--- src/include/md_loader_settings.svh ---
// Cartridge loader settings
`ifndef MD_LOADER_SETTINGS_SVH
`define MD_LOADER_SETTINGS_SVH

// Download bus widths
`define MD_ADDR_W 25
`define MD_DATA_W 16

// All-ones index marks a cheat code download
`define MD_CODE_INDEX 8'hFF

// Cartridge header locations
`define MD_HDR_REGION_A 25'h1F0
`define MD_HDR_REGION_B 25'h1F2
`define MD_HDR_END      25'h200
`define MD_SERIAL_FIRST 25'h182
`define MD_SERIAL_DONE  25'h18C

// Word offsets inside one cheat code slot
`define MD_CHEAT_FLAGS_LO 4'd0
`define MD_CHEAT_FLAGS_HI 4'd2
`define MD_CHEAT_ADDR_LO  4'd4
`define MD_CHEAT_ADDR_HI  4'd6
`define MD_CHEAT_CMP_LO   4'd8
`define MD_CHEAT_CMP_HI   4'd10
`define MD_CHEAT_REPL_LO  4'd12
`define MD_CHEAT_REPL_HI  4'd14

`endif

--- src/md_loader_pkg.sv ---
// Cartridge loader types
package md_loader_pkg;

	// Console region codes as used by the host status word
	typedef enum logic [1:0] {
		JP = 2'd0,
		US = 2'd1,
		EU = 2'd2
	} region_t;

	typedef enum logic [1:0] {
		FILE_EXT = 2'd0,
		HEADER   = 2'd1,
		DISABLED = 2'd2
	} region_mode_t;

	// Search order when resolving from the header letters
	typedef enum logic [1:0] {
		US_EU_JP = 2'd0,
		EU_US_JP = 2'd1,
		US_JP_EU = 2'd2,
		JP_US_EU = 2'd3
	} region_prio_t;

	typedef struct packed {
		logic sram;
		logic eeprom;
		logic fifo;
		logic noram;
		logic pier;
		logic ttn2;
		logic svp;
		logic fmbusy;
	} quirk_t;

	// Fields are big endian as delivered by the code generator
	typedef struct packed {
		logic [31:0] flags;
		logic [31:0] addr;
		logic [31:0] compare;
		logic [31:0] replace;
	} cheat_code_t;

endpackage

--- src/cart_writer.sv ---
// Cartridge ROM writer
`timescale 1ns/1ps
`include "md_loader_settings.svh"

module cart_writer (
	input  logic                  clk_sys,
	input  logic                  rst_n,
	input  logic                  cart_load,
	input  logic                  cart_wr,
	input  logic [`MD_ADDR_W-1:0] addr,
	input  logic [`MD_DATA_W-1:0] data,
	input  logic                  mem_wr_ack,
	output logic                  host_wait,
	output logic [`MD_ADDR_W-1:0] mem_addr,
	output logic [`MD_DATA_W-1:0] mem_din,
	output logic                  mem_wr_req,
	output logic [`MD_ADDR_W-1:0] rom_size
);

	logic load_d;

	// Memory expects the high byte first
	assign mem_din = {data[7:0], data[15:8]};

	// Once loading is over the memory port shows the image size
	assign mem_addr = cart_load ? addr : rom_size;

	always_ff @(posedge clk_sys or negedge rst_n) begin
		if (!rst_n) begin
			load_d     <= 1'b0;
			host_wait  <= 1'b0;
			mem_wr_req <= 1'b0;
			rom_size   <= '0;
		end else begin
			load_d <= cart_load;

			// Last address of the download is the image size
			if (load_d && !cart_load) begin
				rom_size  <= addr;
				host_wait <= 1'b0;
			end

			if (!load_d && cart_load) begin
				mem_wr_req <= 1'b0;
			end else if (cart_load) begin
				if (cart_wr) begin
					// Each new word flips the request and stalls the host
					host_wait  <= 1'b1;
					mem_wr_req <= ~mem_wr_req;
				end else if (host_wait && (mem_wr_req == mem_wr_ack)) begin
					host_wait <= 1'b0;
				end
			end
		end
	end

endmodule

--- src/cheat_loader.sv ---
// Cheat code assembler
`timescale 1ns/1ps
`include "md_loader_settings.svh"

module cheat_loader (
	input  logic                       clk_sys,
	input  logic                       rst_n,
	input  logic                       code_wr,
	input  logic [`MD_ADDR_W-1:0]      addr,
	input  logic [`MD_DATA_W-1:0]      data,
	output md_loader_pkg::cheat_code_t cheat_code,
	output logic                       cheat_valid,
	output logic                       cheat_clear
);

	// Lower word of each pair is the low half
	always_ff @(posedge clk_sys) begin
		if (code_wr) begin
			case (addr[3:0])
				`MD_CHEAT_FLAGS_LO: cheat_code.flags[15:0]    <= data;
				`MD_CHEAT_FLAGS_HI: cheat_code.flags[31:16]   <= data;
				`MD_CHEAT_ADDR_LO:  cheat_code.addr[15:0]     <= data;
				`MD_CHEAT_ADDR_HI:  cheat_code.addr[31:16]    <= data;
				`MD_CHEAT_CMP_LO:   cheat_code.compare[15:0]  <= data;
				`MD_CHEAT_CMP_HI:   cheat_code.compare[31:16] <= data;
				`MD_CHEAT_REPL_LO:  cheat_code.replace[15:0]  <= data;
				`MD_CHEAT_REPL_HI:  cheat_code.replace[31:16] <= data;
				default: ;
			endcase
		end
	end

	always_ff @(posedge clk_sys or negedge rst_n) begin
		if (!rst_n) begin
			cheat_valid <= 1'b0;
			cheat_clear <= 1'b0;
		end else begin
			// Last word of a slot completes the code
			cheat_valid <= code_wr && (addr[3:0] == `MD_CHEAT_REPL_HI);
			// First word of the download wipes the old list
			cheat_clear <= code_wr && (addr == '0);
		end
	end

endmodule

--- src/md_loader_top.sv ---
// Cartridge loader top level
`timescale 1ns/1ps
`include "md_loader_settings.svh"

module md_loader_top (
	input  logic                         clk_sys,
	input  logic                         rst_n,
	input  logic                         download,
	input  logic [7:0]                   index,
	input  logic                         wr,
	input  logic [`MD_ADDR_W-1:0]        addr,
	input  logic [`MD_DATA_W-1:0]        data,
	input  logic                         mem_wr_ack,
	input  md_loader_pkg::region_mode_t  region_mode,
	input  md_loader_pkg::region_prio_t  region_prio,
	output logic                         host_wait,
	output logic [`MD_ADDR_W-1:0]        mem_addr,
	output logic [`MD_DATA_W-1:0]        mem_din,
	output logic                         mem_wr_req,
	output logic [`MD_ADDR_W-1:0]        rom_size,
	output md_loader_pkg::region_t       region_req,
	output logic                         region_set,
	output md_loader_pkg::quirk_t        quirks,
	output md_loader_pkg::cheat_code_t   cheat_code,
	output logic                         cheat_valid,
	output logic                         cheat_clear
);

	logic code_index;
	logic cart_load;
	logic code_load;
	logic cart_wr;
	logic code_wr;

	////////////////////////////////////////////////////////////
	// Download split by index
	////////////////////////////////////////////////////////////
	assign code_index = (index == `MD_CODE_INDEX);
	assign cart_load  = download & ~code_index;
	assign code_load  = download & code_index;
	assign cart_wr    = wr & cart_load;
	assign code_wr    = wr & code_load;

	////////////////////////////////////////////////////////////
	// Peers on the shared download bus
	////////////////////////////////////////////////////////////
	cart_writer i_cart_writer (
		.clk_sys    (clk_sys),
		.rst_n      (rst_n),
		.cart_load  (cart_load),
		.cart_wr    (cart_wr),
		.addr       (addr),
		.data       (data),
		.mem_wr_ack (mem_wr_ack),
		.host_wait  (host_wait),
		.mem_addr   (mem_addr),
		.mem_din    (mem_din),
		.mem_wr_req (mem_wr_req),
		.rom_size   (rom_size)
	);

	region_detect i_region_detect (
		.clk_sys     (clk_sys),
		.rst_n       (rst_n),
		.cart_load   (cart_load),
		.cart_wr     (cart_wr),
		.addr        (addr),
		.data        (data),
		.index       (index),
		.region_mode (region_mode),
		.region_prio (region_prio),
		.region_req  (region_req),
		.region_set  (region_set)
	);

	quirk_detect i_quirk_detect (
		.clk_sys   (clk_sys),
		.rst_n     (rst_n),
		.cart_load (cart_load),
		.cart_wr   (cart_wr),
		.addr      (addr),
		.data      (data),
		.quirks    (quirks)
	);

	cheat_loader i_cheat_loader (
		.clk_sys     (clk_sys),
		.rst_n       (rst_n),
		.code_wr     (code_wr),
		.addr        (addr),
		.data        (data),
		.cheat_code  (cheat_code),
		.cheat_valid (cheat_valid),
		.cheat_clear (cheat_clear)
	);

endmodule

--- src/quirk_detect.sv ---
// Product serial quirk detection
`timescale 1ns/1ps
`include "md_loader_settings.svh"

module quirk_detect (
	input  logic                  clk_sys,
	input  logic                  rst_n,
	input  logic                  cart_load,
	input  logic                  cart_wr,
	input  logic [`MD_ADDR_W-1:0] addr,
	input  logic [`MD_DATA_W-1:0] data,
	output md_loader_pkg::quirk_t quirks
);

	logic [63:0] serial;
	logic        load_d;

	// Known serials and the quirk each one needs
	function automatic md_loader_pkg::quirk_t lookup(input logic [63:0] id);
		md_loader_pkg::quirk_t q;
		q = '0;
		case (id)
			"T-081276", "T-81406 ", "T-081586", "T-81576 ",
			"T-81476 ":
				q.sram = 1'b1;
			"MK-1215 ", "G-4060  ", "00001211", "MK-1228 ",
			"G-5538  ", "00004076", "T-12046 ", "T-12053 ",
			"G-4524  ":
				q.eeprom = 1'b1;
			"T-113016":
				q.noram = 1'b1;
			"T-89016 ":
				q.fifo = 1'b1;
			"T-574023", "T-574013":
				q.pier = 1'b1;
			"TITAN002":
				q.ttn2 = 1'b1;
			"MK-1229 ", "G-7001  ":
				q.svp = 1'b1;
			"T-35036 ", "T-25073 ", "MK-1137-":
				q.fmbusy = 1'b1;
			default: ;
		endcase
		return q;
	endfunction

	// Serial bytes 0x183 to 0x18A with odd bytes in the high half
	always_ff @(posedge clk_sys) begin
		if (cart_wr) begin
			case (addr)
				`MD_SERIAL_FIRST:          serial[63:56] <= data[15:8];
				`MD_SERIAL_FIRST + 25'd2:  serial[55:40] <= {data[7:0], data[15:8]};
				`MD_SERIAL_FIRST + 25'd4:  serial[39:24] <= {data[7:0], data[15:8]};
				`MD_SERIAL_FIRST + 25'd6:  serial[23:8]  <= {data[7:0], data[15:8]};
				`MD_SERIAL_FIRST + 25'd8:  serial[7:0]   <= data[7:0];
				default: ;
			endcase
		end
	end

	always_ff @(posedge clk_sys or negedge rst_n) begin
		if (!rst_n) begin
			load_d <= 1'b0;
			quirks <= '0;
		end else begin
			load_d <= cart_load;
			if (!load_d && cart_load)
				quirks <= '0;
			else if (cart_wr && addr == `MD_SERIAL_DONE)
				quirks <= quirks | lookup(serial);
		end
	end

endmodule

--- src/region_detect.sv ---
// Header region detection
`timescale 1ns/1ps
`include "md_loader_settings.svh"

module region_detect (
	input  logic                         clk_sys,
	input  logic                         rst_n,
	input  logic                         cart_load,
	input  logic                         cart_wr,
	input  logic [`MD_ADDR_W-1:0]        addr,
	input  logic [`MD_DATA_W-1:0]        data,
	input  logic [7:0]                   index,
	input  md_loader_pkg::region_mode_t  region_mode,
	input  md_loader_pkg::region_prio_t  region_prio,
	output md_loader_pkg::region_t       region_req,
	output logic                         region_set
);

	// One flag per region code with bit 0 J, bit 1 U and bit 2 E
	logic [2:0] hdr_flags;
	logic       hdr_ready;
	logic       hdr_ready_d;
	logic       load_d;

	// Classify one header letter
	function automatic logic [2:0] classify(input logic [7:0] ch);
		logic [2:0] f;
		f = 3'b000;
		if (ch == "J")
			f[0] = 1'b1;
		else if (ch == "U")
			f[1] = 1'b1;
		else if (ch >= "0" && ch <= "Z")
			f[2] = 1'b1;
		return f;
	endfunction

	// First flagged region in priority order or the first of the order
	function automatic md_loader_pkg::region_t pick(
		input md_loader_pkg::region_prio_t prio,
		input logic [2:0]                  flags
	);
		md_loader_pkg::region_t order [3];
		md_loader_pkg::region_t r;
		int                     i;
		case (prio)
			md_loader_pkg::US_EU_JP: order = '{md_loader_pkg::US, md_loader_pkg::EU, md_loader_pkg::JP};
			md_loader_pkg::EU_US_JP: order = '{md_loader_pkg::EU, md_loader_pkg::US, md_loader_pkg::JP};
			md_loader_pkg::US_JP_EU: order = '{md_loader_pkg::US, md_loader_pkg::JP, md_loader_pkg::EU};
			default:                 order = '{md_loader_pkg::JP, md_loader_pkg::US, md_loader_pkg::EU};
		endcase
		r = order[0];
		// Walk backwards so the earliest match wins
		for (i = 2; i >= 0; i--) begin
			if (flags[order[i]])
				r = order[i];
		end
		return r;
	endfunction

	////////////////////////////////////////////////////////////
	// Header letters
	////////////////////////////////////////////////////////////
	always_ff @(posedge clk_sys or negedge rst_n) begin
		if (!rst_n) begin
			load_d    <= 1'b0;
			hdr_flags <= 3'b000;
			hdr_ready <= 1'b0;
		end else begin
			load_d <= cart_load;
			if (!load_d && cart_load)
				hdr_flags <= 3'b000;
			if (load_d && !cart_load)
				hdr_ready <= 1'b0;

			if (cart_wr) begin
				if (addr == `MD_HDR_REGION_A)
					hdr_flags <= hdr_flags | classify(data[7:0]) | classify(data[15:8]);
				else if (addr == `MD_HDR_REGION_B)
					hdr_flags <= hdr_flags | classify(data[7:0]);
				if (addr == `MD_HDR_END)
					hdr_ready <= 1'b1;
			end
		end
	end

	////////////////////////////////////////////////////////////
	// Region request
	////////////////////////////////////////////////////////////
	always_ff @(posedge clk_sys or negedge rst_n) begin
		if (!rst_n) begin
			hdr_ready_d <= 1'b0;
			region_req  <= md_loader_pkg::JP;
			region_set  <= 1'b0;
		end else begin
			hdr_ready_d <= hdr_ready;
			if (!hdr_ready_d && hdr_ready) begin
				case (region_mode)
					md_loader_pkg::HEADER: begin
						region_set <= 1'b1;
						region_req <= pick(region_prio, hdr_flags);
					end
					md_loader_pkg::FILE_EXT: begin
						// Extension code sits in the top index bits
						region_set <= |index;
						region_req <= md_loader_pkg::region_t'(index[7:6]);
					end
					default: ;  // keep previous request
				endcase
			end
			if (hdr_ready_d && !hdr_ready)
				region_set <= 1'b0;
		end
	end

endmodule

--- config.mk ---
export PLATFORM = sky130hd
export DESIGN_NAME = md_loader_top
export DESIGN_NICKNAME = d
export VERILOG_FILES = /design/src/md_loader_pkg.sv /design/src/cart_writer.sv /design/src/cheat_loader.sv /design/src/md_loader_top.sv /design/src/quirk_detect.sv /design/src/region_detect.sv
export VERILOG_INCLUDE_DIRS = /design/src /design/src/include
export SDC_FILE = /design/constraint.sdc
export NUM_CORES = 1
export LEC_CHECK = 0
export BUFFER_PORTS_ARGS = -buffer_cell sky130_fd_sc_hd__buf_2
export CORE_UTILIZATION = 50
export CTS_BUF_LIST = sky130_fd_sc_hd__clkbuf_8 sky130_fd_sc_hd__clkbuf_16
export DETAILED_ROUTE_END_ITERATION = 8
export PLACE_DENSITY_LB_ADDON = 0.3
export SETUP_SLACK_MARGIN = 0.05
export SLEW_MARGIN = 0
export SYNTH_ARGS = -nofsm -noshare
export SYNTH_HDL_FRONTEND = slang
export SYNTH_SLANG_ARGS = --single-unit
--- constraint.sdc ---
create_clock -name clk_sys -period 3.25 [get_ports clk_sys]
set_input_delay 0.325 -clock clk_sys [delete_from_list [all_inputs] [get_ports clk_sys]]
set_output_delay 0.325 -clock clk_sys [all_outputs]
set_load 0.05 [all_outputs]
==> run_results.csv, run 1 <==
group,metric,value,unit
synthesis,synth_fa_ha_area_frac,0.002633,
drt,routedWlPerCell,22.91,um
layout,fin_nets,957,
synthesis,synth_area,9503,sq um
run_status,status,"finished, violations left",
pwr,p_seq_frac,0.496,
timing,rsz0062_at_grt,"false",
synthesis,synth_compound_area_frac,0.03871,
synthesis,synth-edff-count,192,
cts,root_buffer,"clkbuf_16",
grt,first_global_vias,6477,
pwr,power_switching,1.748,mW
synthesis,async_reset_ff_frac,0.1933,
synthesis,synth_simple_gate_area_frac,0.1419,
drt,vias_per_cell,5.770,
place,dp_hpwl,17.93,mm
timing,max_freq,393.9,MHz
synthesis,synth_flop_cell,"edfxtp_1",
layout,n_antenna_cell,0,
layout,syn_to_final_growth,25.24,%
layout,layout_commonest_cell,"buf_2",
synthesis,syn-mean-instance-area,15.50,sq um
cts,cts_setup_buffers,0,
cts,cts_buffers,24,
timing,fin_crit_sh,0.7811,
place,gp_congestion,0.9739,
setup_path,crit_path_end_kind,"flop",
die,start_util,0.5097,
run_status,violations,"DRC, hold timing",
pwr,p_int,5.080,mW
job,maxCapViolations,0,
synthesis,yosysWarnings,0,
pwr,ir_worst_vdd,0.5826,mV
timing,setup_viol,0,
worst_hold_path,hold_class,"in2async",
setup_path,crit_type,"reg2reg",
timing,min_period,2.539,ns
drt,dr_wl_met3,2.023,mm
cts,numClockSinks,238,
drt,met1_length,10.64,mm
grt,grt_usage,0.2706,
synthesis,ys_ff_latch,238,
timing,relSlewSlack,0.3010,
die,die_area,19560,sq um
pwr,power.share.clock,0.393,
timing,finClkSkew,0.009455,ns
die,coreArea,18640,sq um
timing,holdWs,-0.01254,ns
cts,ctsResizeCount,0,
pwr,p_total,6.828,mW
setup_path,crit_required,3.69,ns
die,die_x,139.9,um
synthesis,synth_xor_area_frac,0.001843,
timing,tightest_slew,1.048,ns
drt,firstDrtPassIters,8,
setup_path,crit_fanout,3,
pwr,power_frac_comb,0.111,
setup_path,crit_arrival,2.98,ns
grt,antenna_found_initial,0,
drt,drt_wl_total,26.30,mm
grt,grt_max_degree,47,
cts,cts_tree,"yes",
timing,hold_violations,8,
synthesis,synth_top_family_by_area,"simple AND/OR/NAND/NOR gates",
setup_path,crit_path_start_kind,"flop",
grt,grt_pass1_wl,39.14,mm
timing,setup-tns-final,0,ns
pwr,power.density,573.7,nW/um^2
layout,drive_above_1_share,0.4147,
die,placementRows,50,
die,num_io_pins,267,
synthesis,synth_cell_type_count,65,
drt,drt-initial-drc-count,558,
cts,clk_latency,0.52,ns
drt,top_layer,"met4",
cts,hold_buffers,0,
cts,cts.clk_slew.worst_paths,0.06,ns
synthesis,synthCells,613,
pwr,swShare,0.2560,
synthesis,yosysSeqAreaShare,0.7278,
synthesis,muxShareOfSynthArea,0.06280,
layout,layout_common_cells,"buf_2, edfxtp_1, nor2_1",
drt,antenna_left,0,
grt,overflow,0,
pwr,leakage,4.554,nW
drt,route.detailed.drc,1,
die,die_h,139.9,um
drt,via_count,6624,
cts,htreeDepth,1,
layout,fillers,1397,
place,port_buffers,266,
cts,cts.path.max_buffers,3,
synthesis,syn_nets,673,
drt,wl_met2,13.13,mm
timing,maxSlewViolCount,0,
synthesized netlist by cell type (all sizes together) (6+ instances only):
master  count  area (sq um)
nor4bb      9         90.09
nand3b      7         52.55
nand2b      8         50.05
mux2       53         596.8
nor4       24         162.7
o21ai      12         60.05
edfxtp    192          5766
nor4b      13         120.1
nor2b      11         68.82
nand3      13         65.06
buf        17         131.4
a21oi       9         45.04
nand4      22         137.6
dfrtp      46          1151
inv        13         48.80
nor3b       6         45.04
nor2       47         176.4
nand4b      6         52.55
nand2      24         90.09
clkbuf     13         50.04
nor3       15         75.07
registers in the layout (all words and copies together) (netlist names), 2 cells and up:
name,flops
i_region_detect.hdr_flags,3
i_region_detect.region_req,2
i_cart_writer.rom_size,25
i_cheat_loader.cheat_code,128
i_quirk_detect.serial,64
i_quirk_detect.quirks,8
power groups by stage:
| stage | sequential [mW] | combinational [mW] | clock (mW) |
|---|---|---|---|
| finish | 3.39 | 0.757 | 2.68 |
| global route | 3.39 | 0.790 | 2.84 |
| CTS | 3.39 | 0.760 | 2.72 |
| detailed placement | 3.45 | 0.756 | 0 |
| global placement | 3.45 | 0.751 | 0 |
| floorplan | 3.63 | 0.337 | 0 |
final timing paths:
path | startpoint | end | slack, ns | depth (start not counted)
worst max-delay path | i_quirk_detect.serial[52]$_DFFE_PP_ | i_quirk_detect.quirks[1]$_DFFE_PN0P_ | 0.71 | 6
worst min-delay path | rst_n | i_quirk_detect.quirks[0]$_DFFE_PN0P_ | -0.01 | 1
worst max register to register | i_quirk_detect.serial[52]$_DFFE_PP_ | i_quirk_detect.quirks[1]$_DFFE_PN0P_ | 0.71 | 6
worst min register to register | i_region_detect.hdr_ready$_DFF_PN0_ | i_region_detect.hdr_ready_d$_DFF_PN0_ | 0.45 | 0
max in group asynchronous | rst_n | i_cart_writer.rom_size[3]$_DFFE_PN0P_ | 2.60 | 1
min in group clk_sys | addr[19] | i_cart_writer.rom_size[19]$_DFFE_PN0P_ | 0.06 | 2
final cells by class:
| type | instances | area, sq um | area share |
|---|---|---|---|
| sequential | 238 | 6917 | 0.5812 |
| tap | 234 | 292.8 | 0.02460 |
| multi-input combinational | 332 | 2370 | 0.1991 |
| inverter | 13 | 48.80 | 0.004100 |
| clock inverter | 15 | 110.1 | 0.009252 |
| timing repair buffer | 288 | 1496 | 0.1257 |
| clock buffer | 28 | 666.9 | 0.05603 |
metrics by stage:
| stage | util | cells | hold slack [ns] | area (sq um) | setup slack (ns) |
|---|---|---|---|---|---|
| 4_1_cts | 0.6384 | 1148 | 0.02443 | 11900 | 0.7058 |
| 6_report | 0.6384 | 1148 | -0.01254 | 11900 | 0.7113 |
| 2_1_floorplan | - | 613 | 0.02941 | 9503 | 0.8390 |
| 5_1_grt | 0.6384 | 1148 | 0.03957 | 11900 | 0.6068 |
| 3_5_place_dp | 0.5967 | 1105 | 0.4456 | 11120 | 0.6385 |
| 3_3_place_gp | 0.5967 | 1105 | 0.4440 | 11120 | 0.7180 |
cells by family (layout without fill, tap and decap cells):
kind of cell               count (synthesis)  in the layout
AOI/OAI and AO/OA                         52             52
xor gates and xnor gates                   2              2
adders and majority gates                  2              2
buffers and inverters                     43            344
DFF                                      238            238
muxes                                     53             53
and+or+nand+nor                          223            223
critical path, stage by stage, from the launching register on:
cell and delay [ns]:
edfxtp_1 0.39, nor4bb_1 0.44, nand4b_1 0.29, or4_1 0.65
nor4b_1 0.37, o21ai_1 0.14, a21oi_1 0.18
routing by layer:
metal | vias to the layer above | global-route usage
met5 | - | 0
met4 | 0 | 0.06883
met3 | 50 | 0.05403
met2 | 338 | 0.4532
met1 | 3269 | 0.3635
li1 | 2967 | -
Note: power is estimated with default switching activity, not from simulation.
==> run 2, diff against run 1 <==
Clock period 3.25 ns to 2.5 ns, I/O delays scaled along.
==> run 2 against run 1 <==
Compared with the run above:
- the flow finishes with violations (DRC)
- highest routed layer unchanged
- flip-flop and latch count stayed put
- largest cell class unchanged
- combinational power up 35%
- via count increased by 2.4%
==> run_results.csv, run 2 (same netlist as run 1, synthesis figures left out) <==
group,metric,value,unit
worst_hold_path,hold_class,"in2reg",
layout,layout_commonest_cell,"buf_2",
run_status,violations,"DRC",
die,die_x,139.9,um
layout,fin_nets,998,
grt,overflow,0,
layout,seq_area,6917,sq um
timing,finClkSkew,0.01871,ns
timing,relSlewSlack,0.3994,
drt,via_count,6785,
grt,grt_usage,0.2702,
job,maxCapViolations,0,
setup_path,crit_path_end_kind,"flop",
timing,tightest_slew,0.9009,ns
cts,root_buffer,"clkbuf_16",
drt,firstDrtPassIters,7,
die,die_h,139.9,um
drt,route.detailed.drc,1,
timing,min_period,2.281,ns
layout,n_antenna_cell,0,
grt,grt_max_degree,39,
worst_hold_path,min_from,"addr[10]",
cts,clk_latency,0.52,ns
setup_path,timing.rr.start,"i_quirk_detect.serial[61]$_DFFE_PP_",
cts,cts_buffers,24,
grt,antenna_found_initial,0,
layout,fillers,1360,
drt,drt_wl_total,26.62,mm
layout,syn_to_final_growth,28.94,%
cts,cts_tree,"yes",
pwr,leakage,4.729,nW
drt,routedWlPerCell,22.39,um
layout,multi_input_area,2399,sq um
die,placementRows,50,
timing,setup-tns-final,0,ns
timing,fin_crit_sh,0.9124,
timing,rsz0062_at_grt,"true",
setup_path,crit_path_start_kind,"flop",
grt,first_global_vias,6505,
layout,largest_register_ffs,128,
setup_path,crit_type,"reg2reg",
setup_path,crit_required,2.93,ns
cts,cts.clk_slew.worst_paths,0.06,ns
layout,layout_common_cells,"buf_2, edfxtp_1, nor2_1",
cts,cts.path.max_buffers,3,
die,num_io_pins,267,
pwr,ir_worst_vdd,0.7207,mV
drt,vias_per_cell,5.706,
layout,drive_above_1_share,0.4178,
place,gp_congestion,0.9384,
setup_path,crit_arrival,2.71,ns
cts,htreeDepth,1,
die,start_util,0.5097,
place,port_buffers,266,
setup_path,crit_fanout,3,
cts,numClockSinks,238,
setup_path,startpoint,"i_quirk_detect.serial[61]$_DFFE_PP_",
timing,maxSlewViolCount,0,
run_status,status,"finished, violations left",
timing,max_freq,438.4,MHz
drt,drt-initial-drc-count,669,
timing,hold_violations,0,
pwr,power.density,702.9,nW/um^2
layout,final_util,0.6572,
grt,grt_pass1_wl,39.05,mm
place,dp_hpwl,18.40,mm
timing,setup_viol,0,
die,coreArea,18640,sq um
die,die_area,19560,sq um
drt,antenna_left,0,
==> run 2: repair_timing <==
item,in CTS,in global routing
gates resized for setup,0,4
setup buffers,0,1
setup endpoints to repair,0,19
hold endpoints to repair,56,0
hold buffers,20,0
==> run 2: worst max-delay path: stages, from the launching register on <==
cell and delay, ns:
edfxtp_1 0.38, nor4bb_1 0.44, nand3b_1 0.20, or4_1 0.59, nor4b_1 0.32, o21ai_1 0.12
a21oi_1 0.14
==> run 2: power breakdown <==
group	internal [mW]	total, mW	switching, mW
logic	0.269	1.02	0.751
clock network	1.75	3.19	1.44
registers	4.35	4.41	0.0530
total	6.37	8.61	2.24
==> run 2: area by class of cell <==
type / instances / area share
tap: 234 / 0.02389
inverter: 13 / 0.003982
timing repair buffer: 329 / 0.1544
multi-input combinational: 332 / 0.1958
clock inverter: 19 / 0.008475
sequential: 238 / 0.5645
clock buffer: 24 / 0.04901
==> run 2: final timing paths <==
path / to / slack, ns / depth (start not counted)
worst min register to register: i_region_detect.hdr_ready_d$_DFF_PN0_ / 0.48 / 0
worst min-delay path: i_cart_writer.rom_size[10]$_DFFE_PN0P_ / 0.02 / 2
max in group asynchronous: i_cart_writer.rom_size[8]$_DFFE_PN0P_ / 1.43 / 3
min in group asynchronous: i_cart_writer.mem_wr_req$_DFFE_PN0P_ / 0.40 / 2
worst max register to register: i_quirk_detect.quirks[1]$_DFFE_PN0P_ / 0.22 / 6
worst max-delay path: i_quirk_detect.quirks[1]$_DFFE_PN0P_ / 0.22 / 6
==> run 2: per-layer routing <==
layer,up-vias,GRT usage,share of wire
met5,-,0,0
met3,50,0.04680,0.078
li1,3039,-,-
met2,324,0.4574,0.50
met4,0,0.09138,0.026
met1,3372,0.3543,0.40
==> run 2: per-stage QoR <==
step	hold slack [ns]	area, sq um	worst slack [ns]	power, mW	std cells
final	0.02161	12250	0.2190	8.613	1189
after global routing	0.01873	12250	0.01689	8.846	1189
after CTS	0.005256	12220	0.1629	8.649	1188
after detailed placement	0.4229	11310	0.1782	5.472	1125
after global placement	0.4141	11310	0.2289	5.465	1125
after floorplan	-0.04559	9503	0.1640	5.153	613
==> run 3, diff against run 2 <==
Settings changed: RECOVER_POWER from default to 25.
==> run 3 against run 2 <==
Compared with the run above:
- the flow still finishes with violations (DRC)
- clock skew increased by 0.0025 ns
- worst setup slack worse by 0.0058 ns
- total power fell by 0.11%
- worst hold slack got worse by 0.0032 ns
- die area is the same
- critical endpoint unchanged
- largest cell class unchanged
==> run_results.csv, run 3 (same netlist as run 1, synthesis figures left out) <==
group,metric,value,unit
grt,antenna_found_initial,0,
worst_hold_path,hold_class,"in2reg",
worst_hold_path,hold-path-cell-count,2,
drt,firstDrtPassIters,7,
run_status,status,"finished, violations left",
setup_path,timing.rr.start,"i_quirk_detect.serial[61]$_DFFE_PP_",
timing,finClkSkew,0.02118,ns
cts,cts_tree,"yes",
layout,layout_common_cells,"buf_2, edfxtp_1, nor2_1",
setup_path,cpMaxStageDelayCell,"or4_1",
timing,min_period,2.287,ns
setup_path,crit_path_max_incr_delay,0.59,ns
setup_path,crit_fanout,3,
pwr,ir_worst_vdd,0.7159,mV
pwr,power_switching,2.240,mW
pwr,power.density,705.0,nW/um^2
timing,rsz0062_at_grt,"true",
die,die_area,19560,sq um
drt,antenna_left,0,
grt,grt_usage,0.2702,
cts,cts.path.max_buffers,3,
die,placementRows,50,
layout,fin_nets,998,
layout,n_antenna_cell,0,
setup_path,crit_required,2.93,ns
pwr,power_frac_comb,0.117,
drt,via_count,6784,
setup_path,crit_arrival,2.72,ns
worst_hold_path,min_from,"addr[10]",
setup_path,crit_buf_inv,0,
place,gp_congestion,0.9384,
timing,setup_viol,0,
drt,route.detailed.drc,1,
drt,drt_wl_total,26.61,mm
setup_path,crit_path_end_kind,"flop",
timing,tightest_slew,1.013,ns
setup_path,crit_type,"reg2reg",
cts,cts.clk_slew.worst_paths,0.06,ns
drt,drt-initial-drc-count,656,
die,die_x,139.9,um
job,maxCapViolations,0,
cts,root_buffer,"clkbuf_16",
layout,largest_register_ffs,128,
drt,routedWlPerCell,22.38,um
grt,overflow,0,
pwr,leakage,4.656,nW
timing,maxSlewViolCount,0,
setup_path,reg2reg_depth,6,
layout,layout_commonest_cell,"buf_2",
worst_hold_path,hold_path_end,"i_cart_writer.rom_size[10]$_DFFE_PN0P_",
cts,cts_buffers,24,
timing,setup-tns-final,0,ns
die,die_h,139.9,um
layout,drive_above_1_share,0.3927,
die,coreArea,18640,sq um
grt,grt_max_degree,39,
timing,relSlewSlack,0.3247,
pwr,power.share.clock,0.370,
cts,clk_latency,0.52,ns
layout,syn_to_final_growth,28.41,%
grt,first_global_vias,6505,
timing,fin_crit_sh,0.9147,
grt,grt_pass1_wl,39.05,mm
setup_path,r2r_end,"i_quirk_detect.quirks[1]$_DFFE_PN0P_",
place,port_buffers,266,
timing,max_freq,437.3,MHz
setup_path,worst-path-stages,6,
die,start_util,0.5097,
setup_path,rrSetupSlack,0.21,ns
cts,numClockSinks,238,
pwr,p_seq_frac,0.512,
layout,final_util,0.6546,
run_status,violations,"DRC",
setup_path,crit_chain,"nor4bb_1, nand3b_1, or4_1, nor4b_1, o21ai_1, a21oi_1",
timing,hold_violations,0,
drt,vias_per_cell,5.706,
place,dp_hpwl,18.40,mm
pwr,swShare,0.2604,
cts,htreeDepth,1,
pwr,p_int,6.363,mW
die,num_io_pins,267,
setup_path,cp_top_family,"simple AND/OR/NAND/NOR gates",
setup_path,crit_path_start_kind,"flop",
## run 3: cell count changes in the layout (fill, tap and decap cells not counted)
cell | previous run | this run
clkbuf_1 | 0 | 24
buf_2 | 266 | 250
buf_4 | 40 | 32
## run 3: routing by layer
layer | track usage | part of all wire | vias up
li1 | - | - | 3041
met1 | 0.3543 | 0.40 | 3379
met2 | 0.4574 | 0.50 | 318
met3 | 0.04680 | 0.078 | 46
met4 | 0.09138 | 0.025 | 0
met5 | 0 | 0 | -
## run 3: power groups by stage
stage          Sequential (mW)  Clock, mW  Combinational, mW
2_1_floorplan             4.72          0              0.438
3_3_place_gp              4.48          0              0.983
3_5_place_dp              4.48          0              0.989
4_1_cts                   4.40       3.23               1.02
5_1_grt                   4.41       3.37               1.05
6_report                  4.41       3.19               1.01
## run 3: worst reg2reg max path, cell delays in order, from the launching register on
cell and delay [ns]:
edfxtp_1 0.38, nor4bb_1 0.45, nand3b_1 0.20, or4_1 0.59
nor4b_1 0.32, o21ai_1 0.12, a21oi_1 0.14
## run 3: layout make-up
type	instances	area (sq um)
multi-input combinational	332	2399
timing repair buffer	329	1842
sequential	238	6917
fill	1376	6440
tap	234	292.8
clock buffer	24	600.6
inverter	13	48.80
clock inverter	19	103.9
## run 3: per-stage QoR
step           instance area, sq um  hold slack [ns]  setup WS [ns]  power (mW)  std cells
2_1_floorplan                  9503         -0.04559         0.1640       5.153        613
3_3_place_gp                  11310           0.4141         0.2289       5.465       1125
3_5_place_dp                  11310           0.4229         0.1782       5.472       1125
4_1_cts                       12220         0.005256         0.1629       8.649       1188
5_1_grt                       12200          0.01873        0.01689       8.838       1189
6_report                      12200          0.01845         0.2133       8.604       1189
## run 3: repair_timing
action / 4_1_cts / 5_1_grt
setup endpoints to repair: 0 / 19
hold endpoints to repair: 56 / 0
hold buffers: 20 / 0
setup buffers: 0 / 1
resized for setup: 0 / 4
## run 3: worst max path at each step
stage	end	slack [ns]	startpoint
finish	i_quirk_detect.quirks[1]$_DFFE_PN0P_	0.21	i_quirk_detect.serial[61]$_DFFE_PP_
floorplan	i_cheat_loader.cheat_code[100]$_DFFE_PP_	0.16	index[6]
CTS	i_quirk_detect.serial[26]$_DFFE_PP_	0.16	addr[11]
global placement	i_quirk_detect.serial[25]$_DFFE_PP_	0.23	addr[11]
detailed placement	i_quirk_detect.serial[24]$_DFFE_PP_	0.18	addr[11]
global route	i_quirk_detect.quirks[1]$_DFFE_PN0P_	0.02	i_quirk_detect.serial[61]$_DFFE_PP_
